## config.mk

```make
export PLATFORM = sky130hd
export DESIGN_NAME = insn_decode_flat
export DESIGN_NICKNAME = d
export VERILOG_FILES = /design/src/verilog/barrel_pkg.sv /design/src/verilog/barrel_if.sv /design/src/verilog/insn_decode.sv /design/src/flat_wrapper.sv
export VERILOG_INCLUDE_DIRS = /design/src /design/src/include
export SDC_FILE = /design/constraint.sdc
export NUM_CORES = 1
export LEC_CHECK = 0
export ABC_AREA = 1
export BUFFER_PORTS_ARGS = -buffer_cell sky130_fd_sc_hd__buf_4
export CORE_AREA = 2 2 77 79
export DETAILED_ROUTE_END_ITERATION = 6
export DIE_AREA = 0 0 79 81
export PLACE_DENSITY_LB_ADDON = 0.12
export SLEW_MARGIN = 10
export SYNTH_ARGS = -nofsm -noshare
export SYNTH_HDL_FRONTEND = slang
export SYNTH_SLANG_ARGS = --single-unit
```

## constraint.sdc

```tcl
create_clock -name clk_i -period 0.8 [get_ports clk_i]
set_input_delay 0.16 -clock clk_i [delete_from_list [all_inputs] [get_ports clk_i]]
set_output_delay 0.16 -clock clk_i [all_outputs]
set_load 0.005 [all_outputs]
```

## src/include/barrel_macros.svh

```systemverilog
`ifndef BARREL_MACROS_SVH
`define BARREL_MACROS_SVH

//////////////////////////////////////////////////
// Core sizing
//////////////////////////////////////////////////

// Hardware threads in the barrel, at least 2
`define BC_NUM_THREADS 4

// Architectural registers per thread
`define BC_NUM_REGS 32

// Data and instruction word width
`define BC_XLEN 32

// Start address distance between two threads
`define BC_PC_STRIDE 32'h0000_0400

`endif

```

## src/verilog/barrel_pkg.sv

```systemverilog
`include "barrel_macros.svh"

package barrel_pkg;

    //////////////////////////////////////////////////
    // Widths
    //////////////////////////////////////////////////
    localparam int unsigned TID_W  = $clog2(`BC_NUM_THREADS);
    localparam int unsigned RADR_W = $clog2(`BC_NUM_REGS);

    // Thread number
    typedef logic [TID_W-1:0]    tid_t;
    // Register index
    typedef logic [RADR_W-1:0]   reg_addr_t;
    // Data word
    typedef logic [`BC_XLEN-1:0] xlen_t;
    // Instruction address
    typedef logic [`BC_XLEN-1:0] pc_t;

    //////////////////////////////////////////////////
    // Encodings
    //////////////////////////////////////////////////

    // Major opcodes handled by the core
    typedef enum logic [6:0] {
        OPC_OP_IMM = 7'b0010011,
        OPC_OP     = 7'b0110011,
        OPC_LUI    = 7'b0110111
    } opcode_e;

    // ALU operations, kept contiguous
    typedef enum logic [3:0] {
        ALU_ADD  = 4'd0,
        ALU_SUB  = 4'd1,
        ALU_SLL  = 4'd2,
        ALU_SLT  = 4'd3,
        ALU_SLTU = 4'd4,
        ALU_XOR  = 4'd5,
        ALU_SRL  = 4'd6,
        ALU_SRA  = 4'd7,
        ALU_OR   = 4'd8,
        ALU_AND  = 4'd9
    } alu_op_e;

endpackage

```

## src/verilog/barrel_if.sv

```systemverilog
`timescale 1ns/10ps

//////////////////////////////////////////////////
// Decode to issue
//////////////////////////////////////////////////
interface dec_if import barrel_pkg::*; ();
    logic      vld;
    tid_t      tid;
    alu_op_e   alu_op;
    reg_addr_t rs1;
    reg_addr_t rs2;
    reg_addr_t rd;
    xlen_t     imm;
    // Operand b from the immediate
    logic      use_imm;
    // Operand a forced to zero, LUI only
    logic      zero_a;

    modport src (output vld, tid, alu_op, rs1, rs2, rd, imm, use_imm, zero_a);
    modport dst (input  vld, tid, alu_op, rs1, rs2, rd, imm, use_imm, zero_a);
endinterface


```

## src/verilog/insn_decode.sv

```systemverilog
`timescale 1ns/10ps
`include "barrel_macros.svh"

module insn_decode import barrel_pkg::*; (
    input  logic  clk_i,
    input  logic  rst_down_w,
    input  logic  resp_vld_i,
    input  xlen_t insn_i,
    input  tid_t  tid_i,
    dec_if.src    dec
);
    opcode_e  opcode_w;
    logic [2:0] funct3_w;
    logic     dec_vld_w;
    alu_op_e  alu_op_w;
    xlen_t    imm_w;
    logic     use_imm_w;
    logic     zero_a_w;

    // Shared funct3 map for OP and OP_IMM
    function automatic alu_op_e funct3_op(input logic [2:0] f3, input logic alt);
        case (f3)
            3'b000:  funct3_op = alt ? ALU_SUB : ALU_ADD;
            3'b001:  funct3_op = ALU_SLL;
            3'b010:  funct3_op = ALU_SLT;
            3'b011:  funct3_op = ALU_SLTU;
            3'b100:  funct3_op = ALU_XOR;
            3'b101:  funct3_op = alt ? ALU_SRA : ALU_SRL;
            3'b110:  funct3_op = ALU_OR;
            default: funct3_op = ALU_AND;
        endcase
    endfunction

    assign opcode_w = opcode_e'(insn_i[6:0]);
    assign funct3_w = insn_i[14:12];

    //////////////////////////////////////////////////
    // Field decode
    //////////////////////////////////////////////////
    always_comb begin
        dec_vld_w = 1'b0;
        alu_op_w  = ALU_ADD;
        imm_w     = '0;
        use_imm_w = 1'b0;
        zero_a_w  = 1'b0;
        case (opcode_w)
            OPC_OP: begin
                dec_vld_w = resp_vld_i;
                alu_op_w  = funct3_op(funct3_w, insn_i[30]);
            end
            OPC_OP_IMM: begin
                dec_vld_w = resp_vld_i;
                use_imm_w = 1'b1;
                // Bit 30 picks SRAI only since OP_IMM has no SUBI
                alu_op_w  = funct3_op(funct3_w, (funct3_w == 3'b101) && insn_i[30]);
                if (funct3_w == 3'b001 || funct3_w == 3'b101) begin
                    imm_w = xlen_t'(insn_i[24:20]);
                end else begin
                    imm_w = {{(`BC_XLEN - 12){insn_i[31]}}, insn_i[31:20]};
                end
            end
            OPC_LUI: begin
                dec_vld_w = resp_vld_i;
                use_imm_w = 1'b1;
                zero_a_w  = 1'b1;
                imm_w     = {insn_i[31:12], 12'b0};
            end
            // Anything else is dropped here
            default: dec_vld_w = 1'b0;
        endcase
    end

    //////////////////////////////////////////////////
    // Decode register
    //////////////////////////////////////////////////
    always_ff @(posedge clk_i) begin
        if (rst_down_w) begin
            dec.vld <= 1'b0;
        end else begin
            dec.vld <= dec_vld_w;
        end
    end

    always_ff @(posedge clk_i) begin
        dec.tid     <= tid_i;
        dec.alu_op  <= alu_op_w;
        dec.rs1     <= insn_i[19:15];
        dec.rs2     <= insn_i[24:20];
        dec.rd      <= insn_i[11:7];
        dec.imm     <= imm_w;
        dec.use_imm <= use_imm_w;
        dec.zero_a  <= zero_a_w;
    end

endmodule

```

## src/flat_wrapper.sv

```systemverilog
// flat-port wrapper written by rule: the top's interface ports become plain ports
module insn_decode_flat import barrel_pkg::*;
  (clk_i, rst_down_w, resp_vld_i, insn_i, tid_i, dec_vld, dec_tid, dec_alu_op, dec_rs1, dec_rs2, dec_rd, dec_imm, dec_use_imm, dec_zero_a);
  dec_if dec_i ();
  input  logic clk_i;
  input  logic rst_down_w;
  input  logic resp_vld_i;
  input  xlen_t insn_i;
  input  tid_t tid_i;
  output wire logic [$bits(dec_i.vld)-1:0] dec_vld;
  output wire logic [$bits(dec_i.tid)-1:0] dec_tid;
  output wire logic [$bits(dec_i.alu_op)-1:0] dec_alu_op;
  output wire logic [$bits(dec_i.rs1)-1:0] dec_rs1;
  output wire logic [$bits(dec_i.rs2)-1:0] dec_rs2;
  output wire logic [$bits(dec_i.rd)-1:0] dec_rd;
  output wire logic [$bits(dec_i.imm)-1:0] dec_imm;
  output wire logic [$bits(dec_i.use_imm)-1:0] dec_use_imm;
  output wire logic [$bits(dec_i.zero_a)-1:0] dec_zero_a;
  assign dec_vld = dec_i.vld;
  assign dec_tid = dec_i.tid;
  assign dec_alu_op = dec_i.alu_op;
  assign dec_rs1 = dec_i.rs1;
  assign dec_rs2 = dec_i.rs2;
  assign dec_rd = dec_i.rd;
  assign dec_imm = dec_i.imm;
  assign dec_use_imm = dec_i.use_imm;
  assign dec_zero_a = dec_i.zero_a;
  insn_decode u_core (.clk_i(clk_i), .rst_down_w(rst_down_w), .resp_vld_i(resp_vld_i), .insn_i(insn_i), .tid_i(tid_i), .dec(dec_i));
endmodule
```

==> impl_metrics.toml <==
[run_status]
status = "finished with violations"
violations = "setup timing"

[yosys]
synth_warnings = 0
synth_area_mm2 = 0.00167
synth.distinct_cells = 15
netlist_instances = 157
postSynthAreaPerCell_um2 = 10.6
synth-seq-cells = 56
syn_nets = 194
yosysSeqAreaShare = 0.673

[power_and_ir_drop]
p_leak_nw = 1.55
power.density_mw_per_mm2 = 1610
peakVddDrop_uv = 744
power.total_mw = 4.82

[die]
core_region_area_mm2 = 0.00568
die_area_mm2 = 0.00640
die_h_um = 81
io_pins = 93
row_count = 28
die-width_um = 79
start_util = 0.294

[job]
maxCapViolations = 0

[clock_network]
h-tree-depth = 2
clockRootBuffer = "clkbuf_8"
cts_tree = "yes"
cts_buffers = 5
ctsLongestPathBuffers = 2
cts_num_sinks = 56
clk_pin_slew_ns = 0.09

[timing]
finalHoldViolCount = 0
tightest_slew_ns = 0.223
period_share = 1.12
max_freq_mhz = 1120
slew_headroom = 0.851
fin_ws_ns = -0.0968
finalMaxSlewViolations = 0
setup_viol = 56
rsz0062_at_grt = "yes"
finalCriticalPeriod_ns = 0.897

[drt]
vias = 1412
routed-wl-met3_um = 311
drt_wl_total_mm = 3.90
route.detailed.drc = 0
drtIter0Drc = 17
vias_per_cell = 3.96
met1_length_mm = 1.61
dr.pass1.iters = 4
ant_nets = 0
highest_layer = "met4"
routedWlPerCell_um = 10.9
routed-wl-met2_mm = 1.94

[final_layout]
fin_nets = 318
drive_gt1_frac = 0.624
diodes = 0
fin_cells = 357
fillers = 552
post-route-util = 0.529
syn2layout_area_growth_pct = 80.1

[hold_path]
hp-class = "input pin to flop"

[critical_path]
cpPeakStageDelay_ns = 0.31
worstPathBufferInverterCount = 1
worstSetupStartpointType = "flop"
cp_max_fo = 1
worstPathArrival_ns = 0.74
crit_type = "flop to output pin"
critPathSlowestCell = "dfxtp_1"
crit_chain = "buf_4"
endpoint_kind = "output pin"
cpLargestDelayFamily = "flip-flops"
worstPathRequired_ns = 0.64

[grt]
track_usage = 0.126
antenna_found_initial = 0
grt_pass1_wl_mm = 6.17
grt_pass1_vias = 1343
overflow = 0
grt_max_degree = 18

[place]
dp_cells = 332
port_buffers = 92
post-place-ws_ns = -0.241
hpwl_mm = 2.73
place_congestion = 0.793
==> per-layer routing <==
| layer | vias up | global-route usage |
|---|---|---|
| li1 | 719 | - |
| met5 | - | 0 |
| met1 | 641 | 0.155 |
| met2 | 48 | 0.200 |
| met4 | 0 | 0.0466 |
| met3 | 4 | 0.0489 |
==> power by group <==
group / internal (mW) / leakage [nW] / switching [mW] / total (mW)
combinational: 0.292 / 1.03 / 0.166 / 0.458
sequential: 2.85 / 0.472 / 0.0189 / 2.86
clock: 0.624 / 0.0414 / 0.875 / 1.50
total: 3.76 / 1.55 / 1.06 / 4.82
==> layout make-up <==
cell class | instances | area (um2) | share of cell area
clock buffer | 6 | 72.6 | 0.0242
clock inverter | 2 | 16.3 | 0.00542
inverter | 25 | 93.8 | 0.0313
multi-input combinational | 72 | 420 | 0.140
sequential | 56 | 1170 | 0.388
tap | 75 | 93.8 | 0.0313
timing repair buffer | 121 | 1140 | 0.379
==> synth_stat cells, drive strengths merged <==
cell,count,area [um2]
nand2,32,148
nor2,14,72.6
nor3,7,35.0
inv,25,93.8
buf,4,45.0
o21ai,16,129
dfxtp,56,1120
nand3,2,10.0
nand4,1,12.5
==> sequential cells by signal, indices dropped and copies added (netlist names) <==
register            flops
u_core.dec.tid          2
u_core.dec.imm         32
u_core.dec.zero_a       1
u_core.dec.rs2          5
u_core.dec.use_imm      1
u_core.dec.rs1          5
u_core.dec.alu_op       4
u_core.dec.rd           5
u_core.dec.vld          1
==> worst min-delay path: stages <==
cell and delay [ns]:
buf_4 0.07, nor2_1 0.03, nand2_1 0.05, inv_1 0.03
==> path summary, 6_finish.rpt <==
check	slack, ns	cells after the start	endpoint	startpoint
hold / removal	0.07	4	u_core.dec.vld	rst_down_w
setup / recovery	-0.1	1	dec_rs2[0]	u_core.dec.rs2[0]
==> through the flow <==
| stage | setup TNS (ns) | instance area [um2] | hold WS, ns |
|---|---|---|---|
| after global routing | -7.39 | 3000 | 0.0768 |
| after detailed placement | -6.91 | 2540 | 0.266 |
| after CTS | -6.10 | 2880 | 0.0674 |
| final | -5.04 | 3000 | 0.0727 |
| after floorplan | 0 | 1680 | 0.188 |
| after global placement | -6.64 | 2540 | 0.265 |
==> cells in the final DEF, fill, tap and decap left out <==
cell	n
inv_2	4
nor2_2	2
nand2_4	3
dfxtp_1	20
dfxtp_2	36
buf_6	40
buf_12	3
inv_1	21
dlygate4sd3_1	17
nor2_1	10
nand2_1	25
nand2_2	4
clkbuf_8	5
nand4_4	1
nor3_1	7
nand3_1	2
clkinv_4	1
nor2_4	2
o21ai_2	13
clkinvlp_4	1
buf_4	61
o21ai_0	3
clkbuf_1	1
==> timing repair <==
item,in CTS,in global routing
pin swaps,0,4
cloned,0,0
hold endpoints to repair,17,0
resized for setup,29,51
hold buffers,17,0
buffers inserted,0,0
endpoints found under the setup margin,56,59
==> kinds of logic after synthesis <==
group	count (synthesis)	synth area share
DFF	56	0.673
and+or+nand+nor	56	0.167
buffers and inverters	29	0.0833
AOI/OAI and AO/OA	16	0.0773
Power figures use the tool's default switching activity.
