[src/include/barrel_macros.svh]
`ifndef BARREL_MACROS_SVH
`define BARREL_MACROS_SVH

//////////////////////////////////////////////////
// Core sizing
//////////////////////////////////////////////////

// Hardware threads in the barrel, at least 2
`define BC_NUM_THREADS 4

// Architectural registers per thread
`define BC_NUM_REGS 32

// Data and instruction word width
`define BC_XLEN 32

// Start address distance between two threads
`define BC_PC_STRIDE 32'h0000_0400

`endif

[src/verilog/barrel_pkg.sv]
`include "barrel_macros.svh"

package barrel_pkg;

    //////////////////////////////////////////////////
    // Widths
    //////////////////////////////////////////////////
    localparam int unsigned TID_W  = $clog2(`BC_NUM_THREADS);
    localparam int unsigned RADR_W = $clog2(`BC_NUM_REGS);

    // Thread number
    typedef logic [TID_W-1:0]    tid_t;
    // Register index
    typedef logic [RADR_W-1:0]   reg_addr_t;
    // Data word
    typedef logic [`BC_XLEN-1:0] xlen_t;
    // Instruction address
    typedef logic [`BC_XLEN-1:0] pc_t;

    //////////////////////////////////////////////////
    // Encodings
    //////////////////////////////////////////////////

    // Major opcodes handled by the core
    typedef enum logic [6:0] {
        OPC_OP_IMM = 7'b0010011,
        OPC_OP     = 7'b0110011,
        OPC_LUI    = 7'b0110111
    } opcode_e;

    // ALU operations, kept contiguous
    typedef enum logic [3:0] {
        ALU_ADD  = 4'd0,
        ALU_SUB  = 4'd1,
        ALU_SLL  = 4'd2,
        ALU_SLT  = 4'd3,
        ALU_SLTU = 4'd4,
        ALU_XOR  = 4'd5,
        ALU_SRL  = 4'd6,
        ALU_SRA  = 4'd7,
        ALU_OR   = 4'd8,
        ALU_AND  = 4'd9
    } alu_op_e;

endpackage

[src/verilog/barrel_if.sv]


//////////////////////////////////////////////////
// Issue to execution
//////////////////////////////////////////////////
interface exe_if import barrel_pkg::*; ();
    logic    vld;
    tid_t    tid;
    reg_addr_t rd;
    alu_op_e alu_op;
    xlen_t   op_a;
    xlen_t   op_b;

    modport src (output vld, tid, rd, alu_op, op_a, op_b);
    modport dst (input  vld, tid, rd, alu_op, op_a, op_b);
endinterface

//////////////////////////////////////////////////
// Write-back to the register file
//////////////////////////////////////////////////
interface wb_if import barrel_pkg::*; ();
    logic      vld;
    tid_t      tid;
    reg_addr_t rd;
    xlen_t     data;

    modport src (output vld, tid, rd, data);
    modport dst (input  vld, tid, rd, data);
endinterface

[src/verilog/alu_exec.sv]
`timescale 1ns/10ps

module alu_exec import barrel_pkg::*; (
    input  logic clk_i,
    input  logic rst_down_w,
    exe_if.dst   exe,
    wb_if.src    wb
);
    logic [4:0] shamt_w;
    xlen_t      result_w;

    // Shifts see only the low 5 bits
    assign shamt_w = exe.op_b[4:0];

    //////////////////////////////////////////////////
    // ALU
    //////////////////////////////////////////////////
    always_comb begin
        case (exe.alu_op)
            ALU_ADD:  result_w = exe.op_a + exe.op_b;
            ALU_SUB:  result_w = exe.op_a - exe.op_b;
            ALU_SLL:  result_w = exe.op_a << shamt_w;
            ALU_SLT:  result_w = xlen_t'($signed(exe.op_a) < $signed(exe.op_b));
            ALU_SLTU: result_w = xlen_t'(exe.op_a < exe.op_b);
            ALU_XOR:  result_w = exe.op_a ^ exe.op_b;
            ALU_SRL:  result_w = exe.op_a >> shamt_w;
            ALU_SRA:  result_w = xlen_t'($signed(exe.op_a) >>> shamt_w);
            ALU_OR:   result_w = exe.op_a | exe.op_b;
            ALU_AND:  result_w = exe.op_a & exe.op_b;
            default:  result_w = '0;
        endcase
    end

    //////////////////////////////////////////////////
    // Write-back register
    //////////////////////////////////////////////////
    always_ff @(posedge clk_i) begin
        if (rst_down_w) begin
            wb.vld <= 1'b0;
        end else begin
            wb.vld <= exe.vld;
        end
    end

    always_ff @(posedge clk_i) begin
        wb.tid  <= exe.tid;
        wb.rd   <= exe.rd;
        wb.data <= result_w;
    end

    // Decode only ever issues the ten known operations
    a_alu_op_legal: assert property (@(posedge clk_i) disable iff (rst_down_w)
        exe.vld |-> exe.alu_op inside {[ALU_ADD:ALU_AND]});

endmodule

[src/flat_wrapper.sv]
// flat-port wrapper written by rule: the top's interface ports become plain ports
module alu_exec_flat import barrel_pkg::*;
  (clk_i, rst_down_w, exe_vld, exe_tid, exe_rd, exe_alu_op, exe_op_a, exe_op_b, wb_vld, wb_tid, wb_rd, wb_data);
  exe_if exe_i ();
  wb_if wb_i ();
  input  logic clk_i;
  input  logic rst_down_w;
  input wire logic [$bits(exe_i.vld)-1:0] exe_vld;
  input wire logic [$bits(exe_i.tid)-1:0] exe_tid;
  input wire logic [$bits(exe_i.rd)-1:0] exe_rd;
  input wire logic [$bits(exe_i.alu_op)-1:0] exe_alu_op;
  input wire logic [$bits(exe_i.op_a)-1:0] exe_op_a;
  input wire logic [$bits(exe_i.op_b)-1:0] exe_op_b;
  output wire logic [$bits(wb_i.vld)-1:0] wb_vld;
  output wire logic [$bits(wb_i.tid)-1:0] wb_tid;
  output wire logic [$bits(wb_i.rd)-1:0] wb_rd;
  output wire logic [$bits(wb_i.data)-1:0] wb_data;
  assign exe_i.vld = exe_vld;
  assign exe_i.tid = exe_tid;
  assign exe_i.rd = exe_rd;
  assign exe_i.alu_op = exe_alu_op;
  assign exe_i.op_a = exe_op_a;
  assign exe_i.op_b = exe_op_b;
  assign wb_vld = wb_i.vld;
  assign wb_tid = wb_i.tid;
  assign wb_rd = wb_i.rd;
  assign wb_data = wb_i.data;
  alu_exec u_core (.clk_i(clk_i), .rst_down_w(rst_down_w), .exe(exe_i), .wb(wb_i));
endmodule
[config.mk]
export PLATFORM = sky130hd
export DESIGN_NAME = alu_exec_flat
export DESIGN_NICKNAME = d
export VERILOG_FILES = /design/src/verilog/barrel_pkg.sv /design/src/verilog/barrel_if.sv /design/src/verilog/alu_exec.sv /design/src/flat_wrapper.sv
export VERILOG_INCLUDE_DIRS = /design/src /design/src/include
export SDC_FILE = /design/constraint.sdc
export NUM_CORES = 1
export LEC_CHECK = 0
export BUFFER_PORTS_ARGS = -buffer_cell sky130_fd_sc_hd__buf_4
export CAP_MARGIN = 5
export CORE_MARGIN = 1
export CORE_UTILIZATION = 30
export CTS_BUF_LIST = sky130_fd_sc_hd__clkbuf_2 sky130_fd_sc_hd__clkbuf_4 sky130_fd_sc_hd__clkbuf_8
export DETAILED_ROUTE_END_ITERATION = 10
export PLACE_DENSITY = 0.48
export SLEW_MARGIN = 25
export SYNTH_ARGS = -nofsm -noshare
export SYNTH_HDL_FRONTEND = slang
export SYNTH_SLANG_ARGS = --single-unit
[constraint.sdc]
create_clock -name clk_i -period 5.4 [get_ports clk_i]
set_input_delay 1.08 -clock clk_i [delete_from_list [all_inputs] [get_ports clk_i]]
set_output_delay 1.08 -clock clk_i [all_outputs]
set_load 0.005 [all_outputs]
==> impl_metrics.toml, run 1 <==
[global_route]
grt_pass1_vias = 9699
grt_max_degree = 74
grt_pass1_wl_mm = 63.12
antenna_found_initial = 0
gr-usage-all-layers = 0.2671
gr-total-overflow = 0

[cells_and_area]
register_area_um2 = 800.8
finalCoreUtilization = 0.3435
fill_cells = 3337
area_growth_pct = 12.73
drive_gt1_frac = 0.1492
final_nets = 1523
multi_input_area_um2 = 7694

[timing]
rsz0062_at_grt = "no"
setup_slack_ps = 1227
fmax_ghz = 0.2396
fin_crit_ps = 4173
fin_crit_sh = 0.7728
worstMarginPinSlew_ps = 1027
setup_viol = 0
max_slew_margin = 0.2974
fin_setup_tns_ps = 0
finalMaxSlewViolations = 0
finalHoldViolCount = 0

[clocking]
cts_hold_buf = 0
root_buffer = "clkbuf_8"
cts_resized = 0
clock_path_buffers = 2
h-tree-depth = 2
clock-sinks = 40
clk_pin_slew_ps = 100
tritoncts = "built"
postCtsSetupBuffers = 0
cts_buffers = 5

[placed_design]
hpwl_mm = 33.72
port_buffers = 117
routabilityCongestion = 0.9901
dp_slack_ps = 1051

[synthesis]
yosys-top-cells-area = "ha_1 13%, dfxtp_1 8.6%, mux2i_1 6.4%, nor2_1 5.9%, a21oi_1 5.7%"
syn-cell-area_um2 = 9298
synth_top_area_share = 0.1305
synth_ff_type = "dfxtp_1"
synth_seq_cells = 40
synth-seq-area-share = 0.08613
synth_cell_types = 84
ys_warn_count = 0
synth_nets = 1487
async_flop_share = 0
yosysTopAreaCell = "ha_1"
synth-edff-count = 0
syn_inst = 1310
syn_area_per_cell_um2 = 7.097

[critical_path]
critical_path.cell_chain = "buf_4, inv_2, fa_1, nor2b_1, o211ai_1, a311oi_1, nor3_1, o211ai_1, a21oi_1, o31a_1, nor3_1, o41ai_1"
endpoint_kind = "flip-flop"
critPathSlowestCell = "fa_1"
worstSetupPathType = "in2reg"
critical_path_buf_inv_count = 2
startpoint_type = "input port"
worstPathMaxFanout = 39
critPathArrivalTime_ps = 4390
critPathRequiredTime_ps = 5610
slowest_delay_ps = 490
critPathTopFamily = "compound AO/OA/AOI/OAI gates"

[floorplan]
num_rows = 64
coreArea_um2 = 30510
die_x_um = 178.0
die_area_um2 = 31700
die_h_um = 178.0
start_util = 0.3047
pin_count = 118

[job]
drv_cap = 0

[power]
seqPwrFrac = 0.208
p_total_mw = 1.650
pwr-share-comb = 0.623
internal-power_mw = 0.8588
ir_drop_mv = 0.08111
p_sw_mw = 0.7910
switching_share = 0.4795
p_per_area_nw_per_um2 = 157.4
p_leak_nw = 4.565
p_clk_frac = 0.168

[run_status]
status = "complete, but fails checks"
violations = "DRC"

[worst_hold_path]
hold_class = "in2reg"

[detailed_routing]
detail_route.iter0.violations = 1231
ant_nets = 0
drt_first_pass_iters = 10
routed_wl_mm = 42.78
wl_per_cell_um = 24.53
num_vias = 10570
drc = 2
vias_per_cell = 6.060
[registers in the layout (all words and copies together), names as in the netlist]
register and cells:
u_core.wb.rd 5, u_core.wb.data 32, u_core.wb.vld 1, u_core.wb.tid 2
[cell usage after synthesis (13+ instances only)]
master / count
nor2_1: 145
a21oi_1: 106
ha_1: 97
nand2_1: 97
inv_1: 91
o21ai_0: 77
clkbuf_1: 63
mux2i_1: 59
a211oi_1: 51
dfxtp_1: 40
o211ai_1: 32
nand3_1: 28
nor3_1: 23
mux4_2: 21
o21ai_1: 20
xnor2_1: 19
a21o_1: 18
a22oi_1: 15
buf_1: 15
buf_2: 15
o31ai_1: 13
[power groups by stage]
stage / logic (mW) / registers [mW] / clock network, mW
finish: 1.03 / 0.344 / 0.278
global route: 1.11 / 0.347 / 0.297
CTS: 1.01 / 0.344 / 0.289
detailed placement: 1.01 / 0.350 / 0
global placement: 1.01 / 0.352 / 0
floorplan: 0.633 / 0.350 / 0
[worst paths after layout]
path                         from           endpoint  slack (ps)  cells after the start
worst max-delay path  exe_op_b[1]  u_core.wb.data[0]        1230                     12
worst min-delay path   exe_tid[1]   u_core.wb.tid[1]         840                      1
[layout by cell type (no fill, tap or decap), types with 18 or more instances in the layout]
master    count
o21ai_1      20
a21oi_1     106
nor3_1       23
ha_1         97
mux2i_1      59
nand3_1      28
mux4_2       21
o21ai_0      77
buf_4       133
xnor2_1      19
nand2_1      97
nor2_1      145
o211ai_1     32
a211oi_1     51
inv_1        91
dfxtp_1      40
a21o_1       18
[through the flow]
stage	cells	hold slack, ps	area, um2
after floorplan	1310	1108	9298
after global placement	1735	1185	10360
after detailed placement	1735	1186	10360
after CTS	1743	819.5	10480
after global routing	1743	817.7	10480
final	1744	838.6	10480
[final cells by class]
type | instances | share of cell area
inverters | 100 | 0.03581
multi-input cells | 1066 | 0.7340
clock inverters | 3 | 0.004417
flip-flops and latches | 40 | 0.07640
diodes | 1 | 0.0002387
repair buffers | 133 | 0.09526
clock buffers | 5 | 0.006566
well taps | 396 | 0.04727
[logic make-up after synthesis]
group | share of synthesized area
fa+ha+maj | 0.1348
simple gates | 0.1884
compound gates | 0.3341
flops | 0.08613
mux | 0.1471
buf+inv | 0.08962
xor+xnor | 0.01978
[per-layer routing]
| metal | share of wire | routed length, um | vias up | track usage |
|---|---|---|---|---|
| li1 | - | - | 4932 | - |
| met1 | 0.45 | 19240 | 5104 | 0.3760 |
| met2 | 0.45 | 19060 | 471 | 0.4183 |
| met3 | 0.067 | 2846 | 61 | 0.02472 |
| met4 | 0.038 | 1638 | 0 | 0.1008 |
| met5 | 0 | 0 | - | 0 |
No activity file was read; power rests on OpenSTA's default activity.
==> run 2: changes to the inputs <==
==> constraint.sdc (replaced) <==
create_clock -name clk_i -period 4.3 [get_ports clk_i]
set_input_delay 0.86 -clock clk_i [delete_from_list [all_inputs] [get_ports clk_i]]
set_output_delay 0.86 -clock clk_i [all_outputs]
set_load 0.005 [all_outputs]
==> impl_metrics.toml, run 2 (synthesis gave the netlist of run 1 again) <==
[clocking]
clock_path_buffers = 2
postCtsSetupBuffers = 0
tritoncts = "built"
cts_hold_buf = 0
clock-sinks = 40
root_buffer = "clkbuf_8"
cts_buffers = 5
h-tree-depth = 2
clk_pin_slew_ps = 100
cts_resized = 0

[detailed_routing]
wl_per_cell_um = 24.86
dr_wl_met3_mm = 3.243
vias_per_cell = 5.995
wl_met2_mm = 19.26
drc = 0
wl_met1_mm = 19.34
routed_wl_mm = 43.98
drt_first_pass_iters = 6
num_vias = 10610
detail_route.iter0.violations = 1360
top_layer = "met4"
ant_nets = 0

[power]
p_leak_nw = 4.691
ir_drop_mv = 0.1004
p_per_area_nw_per_um2 = 197.4

[timing]
fin_crit_sh = 0.8956
fmax_ghz = 0.2597
worstMarginPinSlew_ps = 858.9
rsz0062_at_grt = "no"
finalMaxSlewViolations = 0
holdWs_ps = 623.1
finalHoldViolCount = 0
fin_setup_tns_ps = 0
setup_viol = 0
fin_crit_ps = 3851
max_slew_margin = 0.4184

[floorplan]
die_area_um2 = 31700
pin_count = 118
coreArea_um2 = 30510
die_h_um = 178.0
start_util = 0.3047
num_rows = 64
die_x_um = 178.0

[cells_and_area]
finalCoreUtilization = 0.3505
multi_input_area_um2 = 7694
final_nets = 1548
largest_register = "u_core.wb.data"
largest_reg_flops = 32
design_area_um2 = 10690
fill_cells = 3335
final_cell_mix = "156 x buf_4, 145 x nor2_1, 106 x a21oi_1, 97 x nand2_1, 97 x ha_1"
register_area_um2 = 800.8
drive_gt1_frac = 0.1647
final_common_cell = "buf_4"
reg_top3 = "u_core.wb.data (32), u_core.wb.rd (5), u_core.wb.tid (2)"
area_growth_pct = 15.02

[critical_path]
critPathArrivalTime_ps = 4080
worstSetupPathType = "in2reg"
slowest_delay_ps = 540
critical_path.cell_chain = "buf_4, inv_1, ha_1, nor2b_1, nor2_1, a211o_1, a2111oi_0, o31ai_2, a21oi_1, a221oi_2, xnor2_1, a221o_1"
endpoint_kind = "flip-flop"
worstPathMaxFanout = 11
critPathRequiredTime_ps = 4520
critPathSlowestCell = "a2111oi_0"
startpoint_type = "input port"

[run_status]
status = "completed"

[global_route]
gr-total-overflow = 0
antenna_found_initial = 1
grt_pass1_wl_mm = 64.55
gr-usage-all-layers = 0.2751
grt_max_degree = 75
grt_pass1_vias = 9933

[placed_design]
routabilityCongestion = 0.9737
hpwl_mm = 34.86
placed_cell_area_um2 = 10580
port_buffers = 117

[worst_hold_path]
hold_class = "in2reg"

[job]
drv_cap = 0
-- run 2: power breakdown --
group / switching [mW] / internal [mW]
clock: 0.178 / 0.175
combinational: 0.816 / 0.508
sequential: 0.0182 / 0.414
total: 1.01 / 1.10
-- run 2: stage by stage --
stage / setup slack, ps / total power [mW] / cells
4_1_cts: 527.7 / 2.101 / 1768
6_report: 448.9 / 2.111 / 1769
3_5_place_dp: 226.5 / 1.737 / 1760
2_1_floorplan: 317.7 / 1.234 / 1310
5_1_grt: 287.1 / 2.233 / 1768
3_3_place_gp: 229.2 / 1.746 / 1760
-- run 2: worst max-delay path: cells and delay by family --
family / cells / cell delay [ps]
XOR/XNOR: 1 / 160
AO/OA/AOI/OAI: 6 / 1970
AND/OR/NAND/NOR: 2 / 320
adder cells (fa/ha/maj): 1 / 470
buffers and inverters: 2 / 270
-- run 2: layout make-up --
class | count | share of cell area
Antenna cell | 1 | 0.0002340
Clock buffer | 5 | 0.006435
Clock inverter | 3 | 0.004329
Inverter | 100 | 0.03510
Multi-Input combinational cell | 1066 | 0.7194
Sequential cell | 40 | 0.07488
Tap cell | 396 | 0.04633
Timing Repair Buffer | 158 | 0.1133
-- run 2: path summary, 6_finish.rpt --
| check | startpoint | slack (ps) | end | cells after the start |
|---|---|---|---|---|
| hold / removal | exe_tid[1] | 620 | u_core.wb.tid[1] | 1 |
| setup / recovery | exe_op_a[10] | 450 | u_core.wb.data[25] | 12 |
-- run 2: routing by layer --
layer / global-route usage / vias to the layer above
li1: - / 4956
met5: 0 / -
met1: 0.3755 / 5081
met4: 0.1275 / 0
met2: 0.4293 / 503
met3: 0.03218 / 65
