File: src/include/barrel_macros.svh
`ifndef BARREL_MACROS_SVH
`define BARREL_MACROS_SVH

//////////////////////////////////////////////////
// Core sizing
//////////////////////////////////////////////////

// Hardware threads in the barrel, at least 2
`define BC_NUM_THREADS 4

// Architectural registers per thread
`define BC_NUM_REGS 32

// Data and instruction word width
`define BC_XLEN 32

// Start address distance between two threads
`define BC_PC_STRIDE 32'h0000_0400

`endif

File: src/verilog/barrel_pkg.sv
`include "barrel_macros.svh"

package barrel_pkg;

    //////////////////////////////////////////////////
    // Widths
    //////////////////////////////////////////////////
    localparam int unsigned TID_W  = $clog2(`BC_NUM_THREADS);
    localparam int unsigned RADR_W = $clog2(`BC_NUM_REGS);

    // Thread number
    typedef logic [TID_W-1:0]    tid_t;
    // Register index
    typedef logic [RADR_W-1:0]   reg_addr_t;
    // Data word
    typedef logic [`BC_XLEN-1:0] xlen_t;
    // Instruction address
    typedef logic [`BC_XLEN-1:0] pc_t;

    //////////////////////////////////////////////////
    // Encodings
    //////////////////////////////////////////////////

    // Major opcodes handled by the core
    typedef enum logic [6:0] {
        OPC_OP_IMM = 7'b0010011,
        OPC_OP     = 7'b0110011,
        OPC_LUI    = 7'b0110111
    } opcode_e;

    // ALU operations, kept contiguous
    typedef enum logic [3:0] {
        ALU_ADD  = 4'd0,
        ALU_SUB  = 4'd1,
        ALU_SLL  = 4'd2,
        ALU_SLT  = 4'd3,
        ALU_SLTU = 4'd4,
        ALU_XOR  = 4'd5,
        ALU_SRL  = 4'd6,
        ALU_SRA  = 4'd7,
        ALU_OR   = 4'd8,
        ALU_AND  = 4'd9
    } alu_op_e;

endpackage

File: src/verilog/barrel_fetch.sv
`timescale 1ns/10ps
`include "barrel_macros.svh"

module barrel_fetch import barrel_pkg::*; (
    input  logic  clk_i,
    input  logic  rst_down_w,
    input  logic  fetch_en_i,
    output logic  imem_req_vld_o,
    input  logic  imem_req_rdy_i,
    output pc_t   imem_req_addr_o,
    input  logic  imem_resp_vld_i,
    input  xlen_t imem_resp_data_i,
    output logic  resp_vld_o,
    output xlen_t insn_o,
    output tid_t  tid_o
);
    // Per-thread program counters
    pc_t  pc_q [`BC_NUM_THREADS];
    // Round-robin pointer, next thread to fetch
    tid_t rr_q;
    // One request in flight at most
    logic outst_q;
    tid_t outst_tid_q;
    // Raised but not yet accepted
    logic wait_q;
    logic accept_w;

    //////////////////////////////////////////////////
    // Request side
    //////////////////////////////////////////////////

    // A waiting request stays up even if fetch_en_i drops
    assign imem_req_vld_o  = !outst_q && (fetch_en_i || wait_q);
    assign imem_req_addr_o = pc_q[rr_q];
    assign accept_w        = imem_req_vld_o && imem_req_rdy_i;

    always_ff @(posedge clk_i) begin
        if (rst_down_w) begin
            for (int t = 0; t < `BC_NUM_THREADS; t++) begin
                pc_q[t] <= pc_t'(t * `BC_PC_STRIDE);
            end
            rr_q        <= '0;
            outst_q     <= 1'b0;
            outst_tid_q <= '0;
            wait_q      <= 1'b0;
        end else begin
            wait_q <= imem_req_vld_o && !imem_req_rdy_i;
            if (accept_w) begin
                // Step PC and hand over to the next thread
                pc_q[rr_q]  <= pc_q[rr_q] + pc_t'(4);
                rr_q        <= (rr_q == tid_t'(`BC_NUM_THREADS - 1)) ? '0 : rr_q + 1'b1;
                outst_tid_q <= rr_q;
                outst_q     <= 1'b1;
            end else if (imem_resp_vld_i) begin
                outst_q <= 1'b0;
            end
        end
    end

    //////////////////////////////////////////////////
    // Response side
    //////////////////////////////////////////////////

    // Tagged with the thread that asked for it
    assign resp_vld_o = imem_resp_vld_i && outst_q;
    assign insn_o     = imem_resp_data_i;
    assign tid_o      = outst_tid_q;

    // No response without a request in flight
    a_resp_outst: assert property (@(posedge clk_i) disable iff (rst_down_w)
        imem_resp_vld_i |-> outst_q);

    // Stalled request keeps its address
    a_addr_hold: assert property (@(posedge clk_i) disable iff (rst_down_w)
        imem_req_vld_o && !imem_req_rdy_i |=> imem_req_vld_o && $stable(imem_req_addr_o));

endmodule

File: config.mk
export PLATFORM = sky130hd
export DESIGN_NAME = barrel_fetch
export DESIGN_NICKNAME = d
export VERILOG_FILES = /design/src/verilog/barrel_pkg.sv /design/src/verilog/barrel_fetch.sv
export VERILOG_INCLUDE_DIRS = /design/src /design/src/include
export SDC_FILE = /design/constraint.sdc
export NUM_CORES = 1
export LEC_CHECK = 0
export ABC_AREA = 1
export BUFFER_PORTS_ARGS = -buffer_cell sky130_fd_sc_hd__buf_2
export CAP_MARGIN = 20
export CORE_ASPECT_RATIO = 0.6
export CORE_MARGIN = 2
export CORE_UTILIZATION = 63
export CTS_BUF_LIST = sky130_fd_sc_hd__clkbuf_16
export DETAILED_ROUTE_END_ITERATION = 12
export GPL_ROUTABILITY_DRIVEN = 0
export PLACE_DENSITY_LB_ADDON = 0.3
export RECOVER_POWER = 50
export SLEW_MARGIN = 20
export SYNTH_ARGS = -nofsm -noshare
export SYNTH_HDL_FRONTEND = slang
export SYNTH_SLANG_ARGS = --single-unit
File: constraint.sdc
create_clock -name clk_i -period 4.3 [get_ports clk_i]
set_input_delay 0 -clock clk_i [delete_from_list [all_inputs] [get_ports clk_i]]
set_output_delay 0 -clock clk_i [all_outputs]
set_load 0.01 [all_outputs]
==> results.cfg, run 1 <==
[synth]
yosys.area.top_type_share_pct = 50.9
synth_nets = 952
yosys-top-cells-area = edfxtp_1, nand2_1, nor2_1
synth_enable_flop_cells = 128
synth_common_cells = nand2_1, nor2_1, edfxtp_1, inv_1, nand3_1
syn-cell-area_um2 = 7540
yosys_warnings = 0
ys_seq_area_share_pct = 53.1
ys_ff_latch = 136
syn-instance-count = 913
synth.most_common_cell = nand2_1
synth-async-reset-ratio_pct = 0
syn-mean-instance-area_um2 = 8.26
synth_top_cell_by_area = edfxtp_1
ys.flop_type = edfxtp_1
ys_types = 31

[drt]
post-route-drc-count = 0
ant_nets = 0
viasPerCell = 5.38
wl_per_cell_um = 16.5
num_vias = 5867
drt_iter0_drc = 589
wl_um = 18000
first_pass_iters = 6

[sta]
fin_crit_sh_pct = 82.5
timing.fmax_mhz = 282
setup_viol = 0
layout_min_cycle_time_ps = 3550
relSlewSlack_pct = -31.6
worst_pin_slew_ps = 1970
setup_ws_ps = 751
whs_ps = 0.00443
fin_setup_tns_ps = 0
rsz0062_at_grt = false
slew_viol_final = 86
timing_hold_violations_final = 0
finClkSkew_ps = 8.90

[cells_and_area]
seqCellArea_um2 = 4010
area_growth_pct = 6.93
stdcell_area_um2 = 8070
finalNetCount = 957
diodes = 0
drive_above_1_share_pct = 11.3
multi_input_area_um2 = 2530
fillers = 958

[floorplan]
fp.dieW_um = 145
dieArea_um2 = 12900
start_util_pct = 65.7
core-area_um2 = 11500
ios = 105
fp.dieH_um = 88.8
rows = 30

[worst_setup_path]
cp_max_fo = 24
crit_arrival_ps = 3560
crit_chain = nor2_1, nor2_1, nand2_1, nor2_4, inv_1, nor3_1, inv_1, nand2_1, clkbuf_1
crit_slowest_cell = clkbuf_1
critPathBufInv = 3
crit_type = flop to flop
crit_required_ps = 4310
worst_setup_path_start_kind = flop
crit_path_max_incr_delay_ps = 1330
critPathTopFamily = buffers and inverters
reg2reg_setup_slack_ps = 750
crit_path_end_kind = flop

[placed_design]
place_ws_ps = 1360
hpwlAfterDp_um = 10700
placed_area_um2 = 7550
io_buffers = 40

[global_route]
grt_pass1_vias = 5509
grt_overflow = 0
antenna_found_initial = 0
grt_max_degree = 62
met2_usage_pct = 46.8
gr-max-usage-layer = met2
globalRouteMet3Util_pct = 6.19
grt.met1_usage_pct = 41.8
track_usage_pct = 29.6
grt_pass1_wl_um = 28800

[power]
vdd_drop_max_mv = 0.343
powerDensity_nw_per_um2 = 423
fin_total_pwr_uw = 3410
p_leak_uw = 0.00349

[cts]
cts_root_buf = clkbuf_16
tritoncts = built
numClockSinks = 136
cts_buffers = 17
cts_max_level = 4
ctsResizeCount = 0
clk_pin_slew_worst_paths_ps = 60
cts_buffer_depth = 2
clock_latency_ps = 420

[status]
violations = max-capacitance violations, max-slew violations
status = finished with violations

[run]
cap_violations = 3

[worst_hold_path]
hp-class = input port to primary output
## kinds of logic after synthesis
group / after synthesis / synth area share [%]
AND/OR/NAND/NOR: 550 / 31.7
buffers and inverters: 201 / 13.1
flip-flops: 136 / 53.1
AO/OA/AOI/OAI: 24 / 1.79
adder cells (fa/ha/maj): 2 / 0.332
## path summary, 6_finish.rpt
path | from | endpoint | depth (start not counted)
worst max-delay path | wait_q | pc_q[1][28] | 9
worst min-delay path | imem_resp_data_i[27] | insn_o[27] | 0
worst max register to register | wait_q | pc_q[1][28] | 9
worst min register to register | tid_o[1] | tid_o[1] | 2
## layout by cell type (no fill, tap or decap), types with 4 or more instances in the layout
cell,Yosys,layout
clkbuf_1,10,26
nor2_4,6,7
buf_4,34,6
inv_1,128,130
edfxtp_1,128,128
nor2_1,141,140
clkbuf_16,0,17
clkinv_2,0,4
nor2_2,12,12
o21ai_0,12,12
inv_2,5,5
buf_2,11,17
nand3_1,61,61
nand2_1,282,293
nand3_2,15,15
dfxtp_1,8,7
nand2_2,21,10
## registers in the layout, indices dropped and copies added (netlist names), named ones only
name and count:
pc_q 128, rr_q 2, tid_o 2, outst_q 1, wait_q 1
## worst register-to-register path: stages, from the launching register on
cell      delay [ps]
dfxtp_1          310
nor2_1            50
nor2_1           110
nand2_1          150
nor2_4           120
inv_1            210
nor3_1           360
inv_1            130
nand2_1          370
clkbuf_1        1330
## routing by layer
metal | vias to the layer above | wire, um | part of all wire, %
met4 | 0 | 236 | 1.3
met1 | 2692 | 7990 | 44
met5 | - | 0 | 0
li1 | 2837 | - | -
met2 | 304 | 7800 | 43
met3 | 34 | 1940 | 11
## area by class of cell
type,count,area share (%)
Multi-Input combinational cell,576,31.4
Clock inverter,15,1.69
Clock buffer,17,5.27
Tap cell,160,2.48
Sequential cell,136,49.6
Inverter,134,6.30
Timing Repair Buffer,53,3.26
## report_power, final
group	internal [uW]	switching, uW	total [uW]
sequential	1530	29.7	1560
clock	843	554	1400
combinational	112	341	453
## repair_timing
action	CTS	global route
buffers inserted	0	0
hold buffers	3	0
endpoints found under the hold margin	2	0
## per-stage QoR
step | util (%) | std cells
3_3_place_gp | 65.7 | 1056
3_5_place_dp | 65.7 | 1056
4_1_cts | 70.8 | 1091
6_report | 70.2 | 1091
5_1_grt | 70.2 | 1091
2_1_floorplan | - | 913
No activity file was read; power rests on OpenSTA's default activity.
==> run 2, diff against run 1 <==
--- a/config.mk
+++ b/config.mk
@@ -11,7 +11,7 @@
 export CAP_MARGIN = 20
 export CORE_ASPECT_RATIO = 0.6
 export CORE_MARGIN = 2
-export CORE_UTILIZATION = 63
+export CORE_UTILIZATION = 52
 export CTS_BUF_LIST = sky130_fd_sc_hd__clkbuf_16
 export DETAILED_ROUTE_END_ITERATION = 12
 export GPL_ROUTABILITY_DRIVEN = 0
==> constraint.sdc (replaced) <==
create_clock -name clk_i -period 3.2 [get_ports clk_i]
set_input_delay 0 -clock clk_i [delete_from_list [all_inputs] [get_ports clk_i]]
set_output_delay 0 -clock clk_i [all_outputs]
set_load 0.01 [all_outputs]
==> run 2 against run 1 <==
Compared with the run above: the flow now finishes without violations; design area up 1.5%; register-to-register slack worse by 360 ps; power up 37%; hold slack is essentially flat; critical path depth grew 3; routed wire length up 3.8%; die area is 20% higher; final cell count increased by 3.8%; worst setup slack worse by 360 ps; critical path type unchanged; critical endpoint is now pc_q[1][29]; highest routed layer unchanged.
==> results.cfg, run 2 (synthesis gave the netlist of run 1 again) <==
[worst_setup_path]
crit_type = flop to flop
crit_slowest_cell = dfxtp_1
cpMostUsedCell = nand2_1
crit_required_ps = 3340
crit_path_max_incr_delay_ps = 440
crit_chain = buf_12, nand2_1, nand2_1, nand2_1, nand2_1, nand2_2, nor2_1, nand2_2, nor2_1, nand3_1, nand3_2, nor2_1
critPathTopFamily = simple AND/OR/NAND/NOR gates
cp_max_fo = 71
worst_setup_path_start_kind = flop
crit_arrival_ps = 2960
crit_path_end_kind = flop
critPathBufInv = 1

[cts]
clock_latency_ps = 430
cts_buffers = 17
cts_root_buf = clkbuf_16
cts_max_level = 4
ctsResizeCount = 0
clk_pin_slew_worst_paths_ps = 60
cts_buffer_depth = 2
numClockSinks = 136
tritoncts = built

[cells_and_area]
top_register = pc_q
largest_register_ffs = 128
layout_common_cells = nand2_1, nor2_1, inv_1
area_growth_pct = 8.57
stdcell_area_um2 = 8190
layout_commonest_cell = nand2_1
drive_above_1_share_pct = 12.1
finalNetCount = 961
diodes = 0

[sta]
timing_hold_violations_final = 0
worst_pin_slew_ps = 1090
finClkSkew_ps = 10.8
fin_setup_tns_ps = 0
slew_viol_final = 0
layout_min_cycle_time_ps = 2810
fin_crit_sh_pct = 87.9
timing.fmax_mhz = 355
relSlewSlack_pct = 27.2
setup_viol = 0
rsz0062_at_grt = false

[floorplan]
dieArea_um2 = 15500
fp.dieW_um = 160
ios = 105
start_util_pct = 52.6
core-area_um2 = 14300
rows = 34
fp.dieH_um = 97.3

[drt]
drt-met1-wl_um = 8910
wl_met2_um = 7960
post-route-drc-count = 0
first_pass_iters = 7
highest_layer = met4
ant_nets = 0
wl_per_cell_um = 16.5
wl_met3_um = 1530
num_vias = 5692
wl_um = 18700
drt_iter0_drc = 553
viasPerCell = 5.02

[power]
powerDensity_nw_per_um2 = 568
vdd_drop_max_mv = 0.357
fin_total_pwr_uw = 4660
p_leak_uw = 0.00353

[global_route]
grt_overflow = 0
grt_pass1_vias = 5489
antenna_found_initial = 0
grt_pass1_wl_um = 29700
track_usage_pct = 25.3
grt_max_degree = 72

[worst_hold_path]
hp-class = input port to primary output

[run]
cap_violations = 0

[status]
status = completed

[placed_design]
io_buffers = 40
hpwlAfterDp_um = 11400
placed_area_um2 = 7660
[run 2: worst register-to-register path, delay by kind of cell, from the launching register on]
family                 cells  cell delay, ps
DFF                        1             440
buffers and inverters      1             320
and+or+nand+nor           11            1780
[run 2: worst paths after layout]
kind | end | cells after the start | from | slack (ps)
hold / removal | insn_o[27] | 0 | imem_resp_data_i[27] | 0.003
hold reg to reg | tid_o[0] | 2 | tid_o[0] | 510
setup / recovery | pc_q[1][29] | 12 | flop | 390
setup reg to reg | pc_q[1][29] | 12 | flop | 390
[run 2: what timing repair did]
| action | 4_1_cts | 5_1_grt |
|---|---|---|
| hold endpoints to repair | 2 | 0 |
| hold buffers | 3 | 0 |
| setup buffers | 0 | 0 |
[run 2: power by group]
| part | internal [uW] | switching, uW | total [uW] |
|---|---|---|---|
| Combinational | 160 | 467 | 627 |
| Sequential | 2050 | 30.9 | 2080 |
| Clock | 1150 | 798 | 1940 |
| Total | 3360 | 1300 | 4660 |
[run 2: layout make-up]
class	instances	area [um2]
timing repair buffer	57	328
tap	198	248
fill	1345	6140
multi-input combinational	576	2530
clock inverter	15	151
clock buffer	17	425
sequential	136	4000
inverter	134	508
[run 2: routing by layer]
layer  global-route usage, %  vias to the layer above
met4                    8.60                        0
li1                        -                     2836
met5                       0                        -
met3                    5.04                       26
met1                    38.0                     2610
met2                    36.8                      220
[run 2: through the flow]
stage / util, % / instances / hold WS, ps / worst slack (ps)
floorplan: - / 913 / 77.0 / 583
global placement: 53.4 / 1098 / 0.0686 / 693
detailed placement: 53.4 / 1098 / 0.0686 / 639
CTS: 57.7 / 1133 / 0.0686 / 608
global route: 57.1 / 1133 / 0.0172 / 183
finish: 57.1 / 1133 / 0.00322 / 387
==> run 3, diff against run 2 <==
--- a/config.mk
+++ b/config.mk
@@ -17,6 +17,7 @@
 export GPL_ROUTABILITY_DRIVEN = 0
 export PLACE_DENSITY_LB_ADDON = 0.3
 export RECOVER_POWER = 50
+export REMOVE_ABC_BUFFERS = 1
 export SLEW_MARGIN = 20
 export SYNTH_ARGS = -nofsm -noshare
 export SYNTH_HDL_FRONTEND = slang
==> run 3 against run 2 <==
Compared with the run above: power grew 4.2%; non-clock buffer count is 2 higher; clock-buffer cell count did not move; largest cell class unchanged; die area unchanged; register-to-register slack better by 90 ps; utilization increased by 0.30 points; combinational power hardly changed; hold slack about the same; worst setup slack gained 90 ps; critical path depth unchanged.
==> results.cfg, run 3 (synthesis gave the netlist of run 1 again) <==
[cells_and_area]
seqCellArea_um2 = 4000
fillers = 1300
multi_input_area_um2 = 2510
area_growth_pct = 9.14
drive_above_1_share_pct = 12.2
layout.cells.non_filler = 1135
diodes = 0
largest_register_ffs = 128
layout_common_cells = nand2_1, nor2_1, inv_1, edfxtp_1, nand3_1
post-route-util_pct = 57.4
top_register = pc_q
finalNetCount = 963
layout_commonest_cell = nand2_1

[cts]
cts_root_buf = clkbuf_16
clock_latency_ps = 420
cts_setup_buffers = 0
numClockSinks = 136
cts_hold_buf = 3
cts_max_level = 4
clk_pin_slew_worst_paths_ps = 60
cts_buffers = 17
tritoncts = built
ctsResizeCount = 0
cts_buffer_depth = 2

[sta]
slew_viol_final = 0
fin_crit_sh_pct = 85.1
setup_viol = 0
worst_pin_slew_ps = 1080
layout_min_cycle_time_ps = 2720
finClkSkew_ps = 8.49
whs_ps = 0.145
rsz0062_at_grt = false
setup_ws_ps = 477
timing.fmax_mhz = 367
relSlewSlack_pct = 28.0
timing_hold_violations_final = 0

[placed_design]
dp_cells = 1100
place_ws_ps = 675
hpwlAfterDp_um = 12200
io_buffers = 40

[worst_setup_path]
crit_type = flop to flop
crit_slowest_cell = dfxtp_1
crit_arrival_ps = 2870
cp_max_fo = 52
ff2ff_path_depth = 12
crit_path_max_incr_delay_ps = 380
cpMostUsedCell = nand2_1
reg2reg_setup_slack_ps = 480
crit_required_ps = 3340
crit_path_end_kind = flop
worst_setup_path_start_kind = flop
r2r_end = pc_q[1][13]
crit_chain = inv_6, nand2_1, nand2_1, nand2_1, nand2_1, nand2_2, nor2_1, nand2_1, nor2_1, nand2_1, nand3_1, nor2_1

[drt]
ant_nets = 0
first_pass_iters = 8
drt_iter0_drc = 570
wl_per_cell_um = 17.3
viasPerCell = 5.14
post-route-drc-count = 0
num_vias = 5838
wl_um = 19700

[worst_hold_path]
whs_path_depth = 0
hp-class = input port to primary output
hold_start = imem_resp_data_i[20]
hold_end = insn_o[20]

[floorplan]
start_util_pct = 52.6
rows = 34
ios = 105
fp.dieH_um = 97.3
core-area_um2 = 14300
dieArea_um2 = 15500
fp.dieW_um = 160

[global_route]
grt_pass1_vias = 5459
grt_overflow = 0
track_usage_pct = 26.5
antenna_found_initial = 0
grt_pass1_wl_um = 31100
grt_max_degree = 53

[power]
p_leak_uw = 0.00356
vdd_drop_max_mv = 0.379
powerDensity_nw_per_um2 = 589

[status]
status = completed

[run]
cap_violations = 0
[run 3: per-stage QoR]
step           setup TNS (ps)  total power, uW  cell area [um2]
2_1_floorplan         -141200             2520             7060
5_1_grt                     0             5020             8230
3_5_place_dp                0             2760             7650
6_report                    0             4850             8230
4_1_cts                     0             4880             8320
3_3_place_gp                0             2750             7650
[run 3: report_power, final]
group	switching, uW	internal [uW]
logic	470	158
clock network	813	1330
registers	31.1	2050
[run 3: metal layers]
layer	up-vias	global-route usage [%]	wire [um]
met5	-	0.325	0
met4	0	7.13	176
met3	17	7.68	2130
met2	259	36.9	8060
met1	2715	40.2	9300
li1	2847	-	-
[run 3: layout make-up]
| cell class | instances | share of cell area, % |
|---|---|---|
| Clock inverter | 15 | 2.61 |
| Sequential cell | 136 | 48.6 |
| Tap cell | 198 | 3.01 |
| Multi-Input combinational cell | 576 | 30.5 |
| Timing Repair Buffer | 59 | 3.91 |
| Inverter | 134 | 6.17 |
| Clock buffer | 17 | 5.17 |
[run 3: critical path: cells and delay by family (launching register included)]
family	cells	cell delay (ps)
buf+inv	1	350
flops	1	380
simple gates	11	1710
[run 3: worst max-delay path by stage]
| stage | startpoint | end | slack, ps | depth (start not counted) |
|---|---|---|---|---|
| floorplan | wait_q | pc_q[2][0] | -1140 | 8 |
| global placement | flop | pc_q[1][30] | 760 | 13 |
| detailed placement | flop | pc_q[1][27] | 680 | 13 |
| CTS | flop | pc_q[1][27] | 650 | 13 |
| global route | flop | pc_q[0][13] | 200 | 12 |
| finish | flop | pc_q[1][13] | 480 | 12 |
